### config.mk
export PLATFORM = sky130hd
export DESIGN_NAME = rv_idu_flat
export DESIGN_NICKNAME = d
export VERILOG_FILES = /design/src/verilog/rv_pkg.sv /design/src/verilog/rv_pipe_if.sv /design/src/verilog/rv_gpr.sv /design/src/verilog/rv_idu.sv /design/src/flat_wrapper.sv
export VERILOG_INCLUDE_DIRS = /design/src /design/src/include
export SDC_FILE = /design/constraint.sdc
export NUM_CORES = 2
export LEC_CHECK = 0
export ABC_AREA = 0
export BUFFER_PORTS_ARGS = -buffer_cell sky130_fd_sc_hd__buf_2
export CAP_MARGIN = 20
export CORE_MARGIN = 1.5
export CORE_UTILIZATION = 25
export DETAILED_ROUTE_END_ITERATION = 10
export SLEW_MARGIN = 20
export SYNTH_ARGS = -nofsm -noshare
export SYNTH_HDL_FRONTEND = slang
export SYNTH_SLANG_ARGS = --single-unit
export TNS_END_PERCENT = 100
### constraint.sdc
create_clock -name i_clk -period 15 [get_ports i_clk]
set_input_delay 2.25 -clock i_clk [delete_from_list [all_inputs] [get_ports i_clk]]
set_output_delay 2.25 -clock i_clk [all_outputs]
set_load 0.01 [all_outputs]
### src/include/rv_settings.svh
// widths, ALU codes and branch codes of the rv64i pipeline, included by the package and the stages
`ifndef RV_SETTINGS_SVH
`define RV_SETTINGS_SVH

`define RV_XLEN 64
`define RV_NREG 32

`define RV_ALU_ADD   4'd0
`define RV_ALU_SUB   4'd1
`define RV_ALU_SLT   4'd2
`define RV_ALU_SLTU  4'd3
`define RV_ALU_XOR   4'd4
`define RV_ALU_OR    4'd5
`define RV_ALU_AND   4'd6
`define RV_ALU_SLL   4'd7
`define RV_ALU_SRL   4'd8
`define RV_ALU_SRA   4'd9
`define RV_ALU_COPYB 4'd10  // lui

`define RV_BR_NONE 4'd0
`define RV_BR_JAL  4'd1
`define RV_BR_JALR 4'd2
`define RV_BR_EQ   4'd3
`define RV_BR_NE   4'd4
`define RV_BR_LT   4'd5
`define RV_BR_GE   4'd6
`define RV_BR_LTU  4'd7
`define RV_BR_GEU  4'd8

// ALU input B sources
`define RV_BSRC_RS2  2'd0
`define RV_BSRC_IMM  2'd1
`define RV_BSRC_FOUR 2'd2  // return address pc + 4

`endif

### src/verilog/rv_pkg.sv
// vector types shared by every stage of the rv64i pipeline, referenced as rv_pkg::name
`include "rv_settings.svh"

package rv_pkg;

  // one register value or address
  typedef logic [`RV_XLEN-1:0] xlen_t;

  // raw instruction word
  typedef logic [31:0] inst_t;

  // register index
  typedef logic [$clog2(`RV_NREG)-1:0] reg_addr_t;

  // ALU operation code
  typedef logic [3:0] alu_op_t;

  // branch condition code
  typedef logic [3:0] br_op_t;

  // ALU input B selector
  typedef logic [1:0] bsrc_t;

endpackage
### src/verilog/rv_pipe_if.sv
// stage to stage interfaces of the pipeline, instantiated in the core and passed to the stages
interface dec_if;
  logic               valid;
  rv_pkg::xlen_t      pc;
  rv_pkg::xlen_t      rs1_val;
  rv_pkg::xlen_t      rs2_val;
  rv_pkg::xlen_t      imm;
  rv_pkg::alu_op_t    alu_op;
  logic               a_src;  // 1 selects pc
  rv_pkg::bsrc_t      b_src;
  logic               word_cut;
  rv_pkg::br_op_t     br_op;
  rv_pkg::reg_addr_t  rd;
  logic               reg_wr;
  logic               invalid;

  modport idu (output valid, pc, rs1_val, rs2_val, imm, alu_op, a_src, b_src, word_cut,
               br_op, rd, reg_wr, invalid);
  modport exu (input  valid, pc, rs1_val, rs2_val, imm, alu_op, a_src, b_src, word_cut,
               br_op, rd, reg_wr, invalid);
endinterface

// result of the instruction now in execute
interface fwd_if;
  logic               valid;
  rv_pkg::reg_addr_t  rd;
  logic               reg_wr;
  rv_pkg::xlen_t      data;

  modport exu (output valid, rd, reg_wr, data);
  modport idu (input  valid, rd, reg_wr, data);
endinterface

// registered retirement record
interface wb_if;
  logic               valid;
  rv_pkg::xlen_t      pc;
  rv_pkg::reg_addr_t  rd;
  logic               reg_wr;
  rv_pkg::xlen_t      data;
  logic               br_taken;
  rv_pkg::xlen_t      br_target;
  logic               invalid;

  modport exu (output valid, pc, rd, reg_wr, data, br_taken, br_target, invalid);
  modport gpr (input  valid, pc, rd, reg_wr, data, br_taken, br_target, invalid);
endinterface

### src/verilog/rv_gpr.sv
// integer register file with write-through bypass, instantiated inside the decode stage
`include "rv_settings.svh"

module rv_gpr (
  input  logic              i_clk,
  input  logic              i_rst_n,
  input  rv_pkg::reg_addr_t i_ra,
  input  rv_pkg::reg_addr_t i_rb,
  output rv_pkg::xlen_t     o_bus_a,
  output rv_pkg::xlen_t     o_bus_b,
  wb_if.gpr                 i_wb
);

  rv_pkg::xlen_t regs [`RV_NREG];

  // x0 never written
  wire wr_en = i_wb.valid & i_wb.reg_wr & (i_wb.rd != '0);

  always_ff @(posedge i_clk) begin
    if (!i_rst_n) begin
      for (int i = 0; i < `RV_NREG; i++) begin
        regs[i] <= '0;
      end
    end else if (wr_en) begin
      regs[i_wb.rd] <= i_wb.data;
    end
  end

  // write-through for the instruction two slots ahead
  assign o_bus_a = (wr_en && (i_wb.rd == i_ra)) ? i_wb.data : regs[i_ra];
  assign o_bus_b = (wr_en && (i_wb.rd == i_rb)) ? i_wb.data : regs[i_rb];

endmodule

### src/verilog/rv_idu.sv
// decode stage, decodes the incoming word, reads and forwards operands, registers into execute
`include "rv_settings.svh"

module rv_idu (
  input  logic           i_clk,
  input  logic           i_rst_n,
  input  logic           i_inst_valid,
  input  rv_pkg::inst_t  i_inst,
  input  rv_pkg::xlen_t  i_pc,
  fwd_if.idu             i_fwd,
  wb_if.gpr              i_wb,
  dec_if.idu             o_dec
);

  wire [6:0] opcode = i_inst[6:0];
  wire [2:0] funct3 = i_inst[14:12];
  wire [6:0] funct7 = i_inst[31:25];
  wire rv_pkg::reg_addr_t ra = i_inst[19:15];
  wire rv_pkg::reg_addr_t rb = i_inst[24:20];
  wire rv_pkg::reg_addr_t rd = i_inst[11:7];

  wire rv_pkg::xlen_t imm_i = {{(`RV_XLEN-12){i_inst[31]}}, i_inst[31:20]};
  wire rv_pkg::xlen_t imm_u = {{(`RV_XLEN-32){i_inst[31]}}, i_inst[31:12], 12'b0};
  wire rv_pkg::xlen_t imm_b = {{(`RV_XLEN-12){i_inst[31]}}, i_inst[7], i_inst[30:25],
                               i_inst[11:8], 1'b0};
  wire rv_pkg::xlen_t imm_j = {{(`RV_XLEN-20){i_inst[31]}}, i_inst[19:12], i_inst[20],
                               i_inst[30:21], 1'b0};

  wire op_imm   = (opcode == 7'b0010011);
  wire op_reg   = (opcode == 7'b0110011);
  wire op_imm32 = (opcode == 7'b0011011);
  wire op_reg32 = (opcode == 7'b0111011);
  wire op_br    = (opcode == 7'b1100011);
  wire f7_zero  = (funct7 == 7'b0000000);
  wire f7_alt   = (funct7 == 7'b0100000);

  wire inst_lui   = (opcode == 7'b0110111);
  wire inst_auipc = (opcode == 7'b0010111);
  wire inst_jal   = (opcode == 7'b1101111);
  wire inst_jalr  = (opcode == 7'b1100111) & (funct3 == 3'b000);
  wire inst_beq   = op_br & (funct3 == 3'b000);
  wire inst_bne   = op_br & (funct3 == 3'b001);
  wire inst_blt   = op_br & (funct3 == 3'b100);
  wire inst_bge   = op_br & (funct3 == 3'b101);
  wire inst_bltu  = op_br & (funct3 == 3'b110);
  wire inst_bgeu  = op_br & (funct3 == 3'b111);
  wire inst_addi  = op_imm & (funct3 == 3'b000);
  wire inst_slti  = op_imm & (funct3 == 3'b010);
  wire inst_sltiu = op_imm & (funct3 == 3'b011);
  wire inst_xori  = op_imm & (funct3 == 3'b100);
  wire inst_ori   = op_imm & (funct3 == 3'b110);
  wire inst_andi  = op_imm & (funct3 == 3'b111);
  wire inst_slli  = op_imm & (funct3 == 3'b001) & (funct7[6:1] == 6'b000000);  // 6-bit shamt
  wire inst_srli  = op_imm & (funct3 == 3'b101) & (funct7[6:1] == 6'b000000);
  wire inst_srai  = op_imm & (funct3 == 3'b101) & (funct7[6:1] == 6'b010000);
  wire inst_add   = op_reg & (funct3 == 3'b000) & f7_zero;
  wire inst_sub   = op_reg & (funct3 == 3'b000) & f7_alt;
  wire inst_sll   = op_reg & (funct3 == 3'b001) & f7_zero;
  wire inst_slt   = op_reg & (funct3 == 3'b010) & f7_zero;
  wire inst_sltu  = op_reg & (funct3 == 3'b011) & f7_zero;
  wire inst_xor   = op_reg & (funct3 == 3'b100) & f7_zero;
  wire inst_srl   = op_reg & (funct3 == 3'b101) & f7_zero;
  wire inst_sra   = op_reg & (funct3 == 3'b101) & f7_alt;
  wire inst_or    = op_reg & (funct3 == 3'b110) & f7_zero;
  wire inst_and   = op_reg & (funct3 == 3'b111) & f7_zero;
  wire inst_addiw = op_imm32 & (funct3 == 3'b000);
  wire inst_slliw = op_imm32 & (funct3 == 3'b001) & f7_zero;
  wire inst_srliw = op_imm32 & (funct3 == 3'b101) & f7_zero;
  wire inst_sraiw = op_imm32 & (funct3 == 3'b101) & f7_alt;
  wire inst_addw  = op_reg32 & (funct3 == 3'b000) & f7_zero;
  wire inst_subw  = op_reg32 & (funct3 == 3'b000) & f7_alt;
  wire inst_sllw  = op_reg32 & (funct3 == 3'b001) & f7_zero;
  wire inst_srlw  = op_reg32 & (funct3 == 3'b101) & f7_zero;
  wire inst_sraw  = op_reg32 & (funct3 == 3'b101) & f7_alt;

  wire type_r = |{inst_add, inst_sub, inst_sll, inst_slt, inst_sltu, inst_xor, inst_srl,
                  inst_sra, inst_or, inst_and, inst_addw, inst_subw, inst_sllw, inst_srlw,
                  inst_sraw};
  wire type_i = |{inst_jalr, inst_addi, inst_slti, inst_sltiu, inst_xori, inst_ori, inst_andi,
                  inst_slli, inst_srli, inst_srai, inst_addiw, inst_slliw, inst_srliw,
                  inst_sraiw};
  wire type_u = inst_lui | inst_auipc;
  wire type_b = |{inst_beq, inst_bne, inst_blt, inst_bge, inst_bltu, inst_bgeu};

  wire supported = type_r | type_i | type_u | type_b | inst_jal;
  wire reg_wr    = supported & ~type_b;
  wire invalid   = ~supported & (i_inst != '0);  // zero word is a bubble
  wire word_cut  = op_imm32 | op_reg32;
  wire a_src     = inst_auipc | inst_jal | inst_jalr;

  rv_pkg::xlen_t   imm;
  rv_pkg::alu_op_t alu_op;
  rv_pkg::br_op_t  br_op;
  rv_pkg::bsrc_t   b_src;

  always_comb begin
    imm = imm_i;
    if (type_u)        imm = imm_u;
    else if (type_b)   imm = imm_b;
    else if (inst_jal) imm = imm_j;
  end

  always_comb begin
    alu_op = `RV_ALU_ADD;  // also auipc, jal, jalr
    if (inst_lui)                                 alu_op = `RV_ALU_COPYB;
    else if (inst_sub | inst_subw)                alu_op = `RV_ALU_SUB;
    else if (inst_slt | inst_slti)                alu_op = `RV_ALU_SLT;
    else if (inst_sltu | inst_sltiu)              alu_op = `RV_ALU_SLTU;
    else if (inst_xor | inst_xori)                alu_op = `RV_ALU_XOR;
    else if (inst_or | inst_ori)                  alu_op = `RV_ALU_OR;
    else if (inst_and | inst_andi)                alu_op = `RV_ALU_AND;
    else if (|{inst_sll, inst_slli, inst_sllw, inst_slliw}) alu_op = `RV_ALU_SLL;
    else if (|{inst_srl, inst_srli, inst_srlw, inst_srliw}) alu_op = `RV_ALU_SRL;
    else if (|{inst_sra, inst_srai, inst_sraw, inst_sraiw}) alu_op = `RV_ALU_SRA;
  end

  always_comb begin
    br_op = `RV_BR_NONE;
    if (inst_jal)       br_op = `RV_BR_JAL;
    else if (inst_jalr) br_op = `RV_BR_JALR;
    else if (inst_beq)  br_op = `RV_BR_EQ;
    else if (inst_bne)  br_op = `RV_BR_NE;
    else if (inst_blt)  br_op = `RV_BR_LT;
    else if (inst_bge)  br_op = `RV_BR_GE;
    else if (inst_bltu) br_op = `RV_BR_LTU;
    else if (inst_bgeu) br_op = `RV_BR_GEU;
  end

  always_comb begin
    b_src = `RV_BSRC_RS2;
    if (inst_jal | inst_jalr)  b_src = `RV_BSRC_FOUR;
    else if (type_i | type_u)  b_src = `RV_BSRC_IMM;
  end

  rv_pkg::xlen_t bus_a;
  rv_pkg::xlen_t bus_b;

  rv_gpr u_gprs (
    .i_clk   (i_clk),
    .i_rst_n (i_rst_n),
    .i_ra    (ra),
    .i_rb    (rb),
    .o_bus_a (bus_a),
    .o_bus_b (bus_b),
    .i_wb    (i_wb)
  );

  // execute result wins over the register file path
  wire fwd_a = i_fwd.valid & i_fwd.reg_wr & (i_fwd.rd == ra) & (ra != '0);
  wire fwd_b = i_fwd.valid & i_fwd.reg_wr & (i_fwd.rd == rb) & (rb != '0);

  always_ff @(posedge i_clk) begin
    if (!i_rst_n) begin
      o_dec.valid   <= 1'b0;
      o_dec.reg_wr  <= 1'b0;
      o_dec.invalid <= 1'b0;
    end else begin
      o_dec.valid   <= i_inst_valid;
      o_dec.reg_wr  <= i_inst_valid & reg_wr;
      o_dec.invalid <= i_inst_valid & invalid;
    end
  end

  always_ff @(posedge i_clk) begin
    o_dec.pc       <= i_pc;
    o_dec.rs1_val  <= fwd_a ? i_fwd.data : bus_a;
    o_dec.rs2_val  <= fwd_b ? i_fwd.data : bus_b;
    o_dec.imm      <= imm;
    o_dec.alu_op   <= alu_op;
    o_dec.a_src    <= a_src;
    o_dec.b_src    <= b_src;
    o_dec.word_cut <= word_cut;
    o_dec.br_op    <= br_op;
    o_dec.rd       <= rd;
  end

endmodule

### src/flat_wrapper.sv
// flat-port wrapper written by rule: the top's interface ports become plain ports
module rv_idu_flat 
  (i_clk, i_rst_n, i_inst_valid, i_inst, i_pc, i_fwd_valid, i_fwd_rd, i_fwd_reg_wr, i_fwd_data, i_wb_valid, i_wb_pc, i_wb_rd, i_wb_reg_wr, i_wb_data, i_wb_br_taken, i_wb_br_target, i_wb_invalid, o_dec_valid, o_dec_pc, o_dec_rs1_val, o_dec_rs2_val, o_dec_imm, o_dec_alu_op, o_dec_a_src, o_dec_b_src, o_dec_word_cut, o_dec_br_op, o_dec_rd, o_dec_reg_wr, o_dec_invalid);
  fwd_if i_fwd_i ();
  wb_if i_wb_i ();
  dec_if o_dec_i ();
  input  logic i_clk;
  input  logic i_rst_n;
  input  logic i_inst_valid;
  input  rv_pkg::inst_t i_inst;
  input  rv_pkg::xlen_t i_pc;
  input wire logic [$bits(i_fwd_i.valid)-1:0] i_fwd_valid;
  input wire logic [$bits(i_fwd_i.rd)-1:0] i_fwd_rd;
  input wire logic [$bits(i_fwd_i.reg_wr)-1:0] i_fwd_reg_wr;
  input wire logic [$bits(i_fwd_i.data)-1:0] i_fwd_data;
  input wire logic [$bits(i_wb_i.valid)-1:0] i_wb_valid;
  input wire logic [$bits(i_wb_i.pc)-1:0] i_wb_pc;
  input wire logic [$bits(i_wb_i.rd)-1:0] i_wb_rd;
  input wire logic [$bits(i_wb_i.reg_wr)-1:0] i_wb_reg_wr;
  input wire logic [$bits(i_wb_i.data)-1:0] i_wb_data;
  input wire logic [$bits(i_wb_i.br_taken)-1:0] i_wb_br_taken;
  input wire logic [$bits(i_wb_i.br_target)-1:0] i_wb_br_target;
  input wire logic [$bits(i_wb_i.invalid)-1:0] i_wb_invalid;
  output wire logic [$bits(o_dec_i.valid)-1:0] o_dec_valid;
  output wire logic [$bits(o_dec_i.pc)-1:0] o_dec_pc;
  output wire logic [$bits(o_dec_i.rs1_val)-1:0] o_dec_rs1_val;
  output wire logic [$bits(o_dec_i.rs2_val)-1:0] o_dec_rs2_val;
  output wire logic [$bits(o_dec_i.imm)-1:0] o_dec_imm;
  output wire logic [$bits(o_dec_i.alu_op)-1:0] o_dec_alu_op;
  output wire logic [$bits(o_dec_i.a_src)-1:0] o_dec_a_src;
  output wire logic [$bits(o_dec_i.b_src)-1:0] o_dec_b_src;
  output wire logic [$bits(o_dec_i.word_cut)-1:0] o_dec_word_cut;
  output wire logic [$bits(o_dec_i.br_op)-1:0] o_dec_br_op;
  output wire logic [$bits(o_dec_i.rd)-1:0] o_dec_rd;
  output wire logic [$bits(o_dec_i.reg_wr)-1:0] o_dec_reg_wr;
  output wire logic [$bits(o_dec_i.invalid)-1:0] o_dec_invalid;
  assign i_fwd_i.valid = i_fwd_valid;
  assign i_fwd_i.rd = i_fwd_rd;
  assign i_fwd_i.reg_wr = i_fwd_reg_wr;
  assign i_fwd_i.data = i_fwd_data;
  assign i_wb_i.valid = i_wb_valid;
  assign i_wb_i.pc = i_wb_pc;
  assign i_wb_i.rd = i_wb_rd;
  assign i_wb_i.reg_wr = i_wb_reg_wr;
  assign i_wb_i.data = i_wb_data;
  assign i_wb_i.br_taken = i_wb_br_taken;
  assign i_wb_i.br_target = i_wb_br_target;
  assign i_wb_i.invalid = i_wb_invalid;
  assign o_dec_valid = o_dec_i.valid;
  assign o_dec_pc = o_dec_i.pc;
  assign o_dec_rs1_val = o_dec_i.rs1_val;
  assign o_dec_rs2_val = o_dec_i.rs2_val;
  assign o_dec_imm = o_dec_i.imm;
  assign o_dec_alu_op = o_dec_i.alu_op;
  assign o_dec_a_src = o_dec_i.a_src;
  assign o_dec_b_src = o_dec_i.b_src;
  assign o_dec_word_cut = o_dec_i.word_cut;
  assign o_dec_br_op = o_dec_i.br_op;
  assign o_dec_rd = o_dec_i.rd;
  assign o_dec_reg_wr = o_dec_i.reg_wr;
  assign o_dec_invalid = o_dec_i.invalid;
  rv_idu u_core (.i_clk(i_clk), .i_rst_n(i_rst_n), .i_inst_valid(i_inst_valid), .i_inst(i_inst), .i_pc(i_pc), .i_fwd(i_fwd_i), .i_wb(i_wb_i), .o_dec(o_dec_i));
endmodule
=== Word-level counts from Yosys, hierarchy flattened ===
Memory sizes are Yosys's and may differ from the RTL's.
Index checks and enable logic that the tools add are counted.

* Reductions and logical operators: 20
* Bitwise logic cells: 79
* Muxes and demuxes: 31
* Equality and inequality tests: 22

{| class="wikitable"
|+ Operators with widths
! kind !! number
|-
| $mux W64 || 5
|-
| $reduce_or A64 Y1 || 1
|-
| $and A1 B1 Y1 || 61
|-
| $mux W20 || 2
|-
| $mux W4 || 10
|-
| $reduce_bool A32 Y1 || 1
|-
| $mux W31 || 1
|-
| $eq A7 B6 Y1 const B || 4
|-
| $eq A7 B5 Y1 const B || 3
|-
| $eq A7 B7 Y1 const B || 3
|-
| $eq A5 B5 Y1 || 4
|-
| $or A1 B1 Y1 || 16
|-
| $reduce_or A4 Y1 || 4
|-
| $reduce_bool A5 Y1 || 3
|-
| $reduce_or A15 Y1 || 1
|-
| $reduce_or A14 Y1 || 1
|-
| $eq A3 B3 Y1 const B || 4
|-
| $mux W3 || 4
|-
| $reduce_or A8 Y1 || 1
|-
| $logic_not A7 Y1 || 1
|-
| $reduce_or A7 Y1 || 1
|-
| $eq A3 B2 Y1 const B || 2
|-
| $eq A6 B5 Y1 const B || 1
|-
| $logic_not A6 Y1 || 1
|-
| other kinds (9) || 17
|}

* RAM bits: 2048
* Output and inout bits: 276
* Memories: 1
* Logic and storage cells: 171
* Input port bits: 371
* Register bits: 244

{| class="wikitable"
|+ Memory list
! name !! depth !! width !! rd ports !! clocked after Yosys merged registers in !! write ports !! RTL line !! text
|-
| u_core.u_gprs.regs || 32 || 64 || 2 || 0 || 32 || rv_gpr.sv:14 || <nowiki>rv_pkg::xlen_t regs [`RV_NREG];</nowiki>
|}

=== Longest topological paths before layout ===
* Word-level depth: 13
* Gate-level depth with buffers: 12
* Gate-level depth less buffers: 6

=== Modules after synthesis ===
A second synthesis with hierarchy kept.

* Cell total of the unflattened synthesis: 7705
* Area, all modules: 116670.6 um^2

{| class="wikitable"
|+ By module, submodules not included
! module !! instances !! seq. area each (um^2) !! cells an instance !! area an instance (um^2)
|-
| rv_gpr || 1 || 61499.0 || 7119 || 108669.2
|-
| rv_idu || 1 || 4884.7 || 586 || 8001.4
|}

=== Worst setup path before layout ===
Ideal clock, no wire load.

* Kind: input-to-reg
* Start point: input port i_wb_rd[4]
* End point: memory u_core.u_gprs.regs[11][0] in the netlist's numbering, enable pin
* Library setup time: 574 ps
* Path buffers: 2
* Setup slack: 6887 ps
* Arrival time: 7539 ps
* Stages: 4
* Cells stage by stage: buf_2 > or3b_2 > clkbuf_1 > o21ai_0

{| class="wikitable"
|+ RTL lines
! element !! RTL line !! text
|-
| start: declaration || flat_wrapper.sv:18 || <nowiki>input wire logic [$bits(i_wb_i.rd)-1:0] i_wb_rd;</nowiki>
|-
| end: declaration || rv_gpr.sv:14 ||
|}

=== Worst setup path in the final report ===
* Start point: input port i_inst[15]
* End point: register u_core.o_dec.rs1_val[41]

* Word-level cells in the longest chain between the ends: 4
* Elaborated cells between the ends (all ways): 9
* Those cells by class: 2 x eq/ne; 2 x mux; 2 x bitwise; 2 x reduce/logical; 1 x memory

{| class="wikitable"
|+ RTL lines
! element !! RTL line !! text
|-
| start: declaration || flat_wrapper.sv:10 || <nowiki>input rv_pkg::inst_t i_inst;</nowiki>
|-
| parallel branches: the longest is 3 deep, another holds $mem_v2 Z32 W64 || n/a ||
|-
| $mux W64 * || rv_idu.sv:166 || <nowiki>o_dec.rs1_val <= fwd_a ? i_fwd.data : bus_a;</nowiki>
|-
| end signal: assignment || rv_idu.sv:166 ||
|-
| end: declaration || rv_pipe_if.sv:17 || <nowiki>modport idu (output valid, pc, rs1_val, rs2_val, imm, alu_op, a_src, b_src, word_cut,</nowiki>
|}

Mark *: on every way between the ends.
A chain may end at the register's enable or synchronous reset.

==> results.cfg <==
[worst_hold_path]
hold_class = reg2reg
hold_end = u_core.o_dec.rs2_val[33]
whs_path_depth = 5
min_from = u_core.u_gprs.regs[30][33]

[worst_setup_path]
crit_arrival_ns = 7.21
startpoint_type = primary input
path_class = in2reg
end_kind = flip-flop
critPathRequiredTime_ns = 15.78
r2r-end = u_core.o_dec.rs2_val[0]
r2r_start = u_core.u_gprs.regs[11][0]
crit_fanout = 53
r2r_cells = 6
reg2reg_slack_ns = 12.12

[synth]
synthArstFlopShare = 0
seq_area_frac_synth = 0.573
yosysWarnings = 0
yosys.area.top_type = edfxtp_1
yosysUniqueCellTypes = 64
synth_edf_count = 2048
synth.top_cells.by_area = edfxtp_1 53%, mux4_2 13%, and2_1 11%, mux2i_1 6.2%, dfxtp_1 4.2%
syn_area_per_cell_sq_um = 14.1
synth_ff_type = edfxtp_1
ys_seq_elements = 2292
syn_inst = 8209
synth_top_area_share = 0.531
synth_area_sq_um = 116000

[pwr]
cellLeakagePower_nw = 47.0
power_per_cell_area_nw_per_um2 = 116
ir_worst_vdd_uv = 117

[clock_network]
clkTransAtPathRegs_ns = 0.07
cts_hold_buf = 0
cts_root_buffer = clkbuf_16
cts_tree = built
worstSkewPairLatency_ns = 0.98
cts_sinks = 2292
htreeDepth = 4
postCtsSetupBuffers = 0
postCtsResizedCells = 0
cts_buffers = 242
clock_path_buffers = 4

[place]
gp_congestion = 0.901
hpwl_mm = 298
pre_cts_ws_ns = 7.65
dpl_cell_area_sq_um = 125000
portBuffers = 516

[sta]
hold_slack_ns = 0.913
rsz0062_at_grt = false
fin_crit_ns = 6.43
fmax_mhz = 155
setup_viol = 0
period_share = 0.429
slew_headroom = 0.0603
tightest_slew_ns = 1.41
hold_viol_final = 0
drv_slew = 0
fin_setup_tns_ns = 0
fin_ws_ns = 8.57
skew_ns = 0.0980

[floorplanning]
fp.dieH_um = 684
die_w_um = 684
initial_core_util = 0.251
pin_count = 647
dieArea_sq_um = 467000
core_region_area_sq_um = 460000
fp-row-count = 249

[cells_and_area]
finalInstanceArea_sq_um = 134000
fill_cells = 46476
syn_to_final_growth_pct = 15.4
utilization = 0.290
layout_commonest_cell = edfxtp_1
drive_above_1_share = 0.232
layout_common_cells = 2,048 x edfxtp_1, 1,999 x and2_1, 719 x mux2i_1
num-nets-final = 8777

[job]
maxCapViolCount = 0

[routing]
routedWlPerCell_um = 33.4
drt_iter0_markers = 11544
routed_wl_mm = 496
drcViolationCount = 0
first_pass_iters = 8
ant_nets = 0
vias = 80240
avgViaCountPerCell = 5.40

[status]
outcome = completed

[global_routing]
grt_pass1_vias = 77335
grt_use_total = 0.204
grt_overflow = 0
grt_max_degree = 107
grt_pass1_wl_mm = 663
antenna_found_initial = 143
[logic make-up after synthesis]
group           after synthesis  synth area share
simple gates               2606             0.135
flops                      2292             0.573
mux                        1442             0.198
xor+xnor                     18           0.00136
compound gates              952            0.0592
other cells                   1         0.0000324
buf+inv                     898            0.0335
[worst max-delay path, cell delays in order]
cell and delay, ns:
buf_8 0.50, buf_4 0.71, buf_4 0.87, buf_4 0.86
mux4_2 0.62, mux2_2 0.28, a22oi_1 0.21, nand3_1 0.15
and3_1 0.25, a221o_1 0.25
[layout make-up]
type                            instances  area (sq um)  area share
Multi-Input combinational cell       5082         46600       0.349
Clock buffer                          317          6620      0.0495
Timing Repair Buffer                  778          4760      0.0356
Tap cell                             6149          7690      0.0576
Inverter                               10          42.5    0.000318
Clock inverter                        120          1210     0.00903
Antenna cell                          125           313     0.00234
Sequential cell                      2292         66400       0.497
[Yosys cell counts (all sizes together), types with 22 or more instances]
library cell and number:
clkbuf 622, o211ai 22, or4 45, dfxtp 244, buf 266, o21ai 76, nand2 164, a221o 55
mux2 51, a211oi 28, and3 44, nor2 136, nand3 98, nand4 25, o221ai 35, and2 2001
a21oi 84, a31oi 43, mux2i 719, a22oi 254, mux4 672, a22o 58, edfxtp 2048, o22ai 183
a221oi 66
[sequential cells by signal, indices dropped and copies added (netlist names)]
register	count
u_core.o_dec.word_cut	1
u_core.o_dec.invalid	1
u_core.o_dec.alu_op	4
u_core.o_dec.br_op	4
u_core.o_dec.reg_wr	1
u_core.u_gprs.regs	2048
u_core.o_dec.b_src	2
u_core.o_dec.rs2_val	64
u_core.o_dec.rs1_val	64
u_core.o_dec.a_src	1
u_core.o_dec.valid	1
u_core.o_dec.rd	5
u_core.o_dec.imm	32
u_core.o_dec.pc	64
[where the power goes]
part | leakage [nW] | internal [mW] | switching [mW] | total [mW]
clock | 3.86 | 3.47 | 2.69 | 6.15
sequential | 21.5 | 7.33 | 0.195 | 7.52
combinational | 21.6 | 0.667 | 1.20 | 1.87
[metrics by stage]
stage,instances,power [mW]
final,14873,15.5
after global routing,14789,15.9
after CTS,14747,15.5
after detailed placement,14310,9.47
after global placement,14308,9.45
after floorplan,8272,8.63
[how the worst max path moves through the flow]
stage | start | cells past startpoint | slack (ns) | end
detailed placement | i_inst[15] | 9 | 7.65 | u_core.o_dec.rs1_val[33]
global placement | i_inst[15] | 9 | 7.65 | u_core.o_dec.rs1_val[33]
CTS | i_inst[15] | 9 | 8.59 | u_core.o_dec.rs1_val[33]
global route | i_inst[15] | 9 | 8.35 | u_core.o_dec.rs1_val[33]
finish | i_inst[15] | 10 | 8.57 | u_core.o_dec.rs1_val[41]
floorplan | i_wb_rd[4] | 4 | 6.89 | u_core.u_gprs.regs[11][0]
[per-layer routing]
metal / GRT usage / wire length (um) / up-vias
li1: - / - / 31760
met1: 0.239 / 174000 / 41305
met2: 0.328 / 230000 / 5589
met3: 0.0481 / 52100 / 1524
met4: 0.147 / 39100 / 62
met5: 0 / 397 / -
Note: power is estimated with default switching activity, not from simulation.
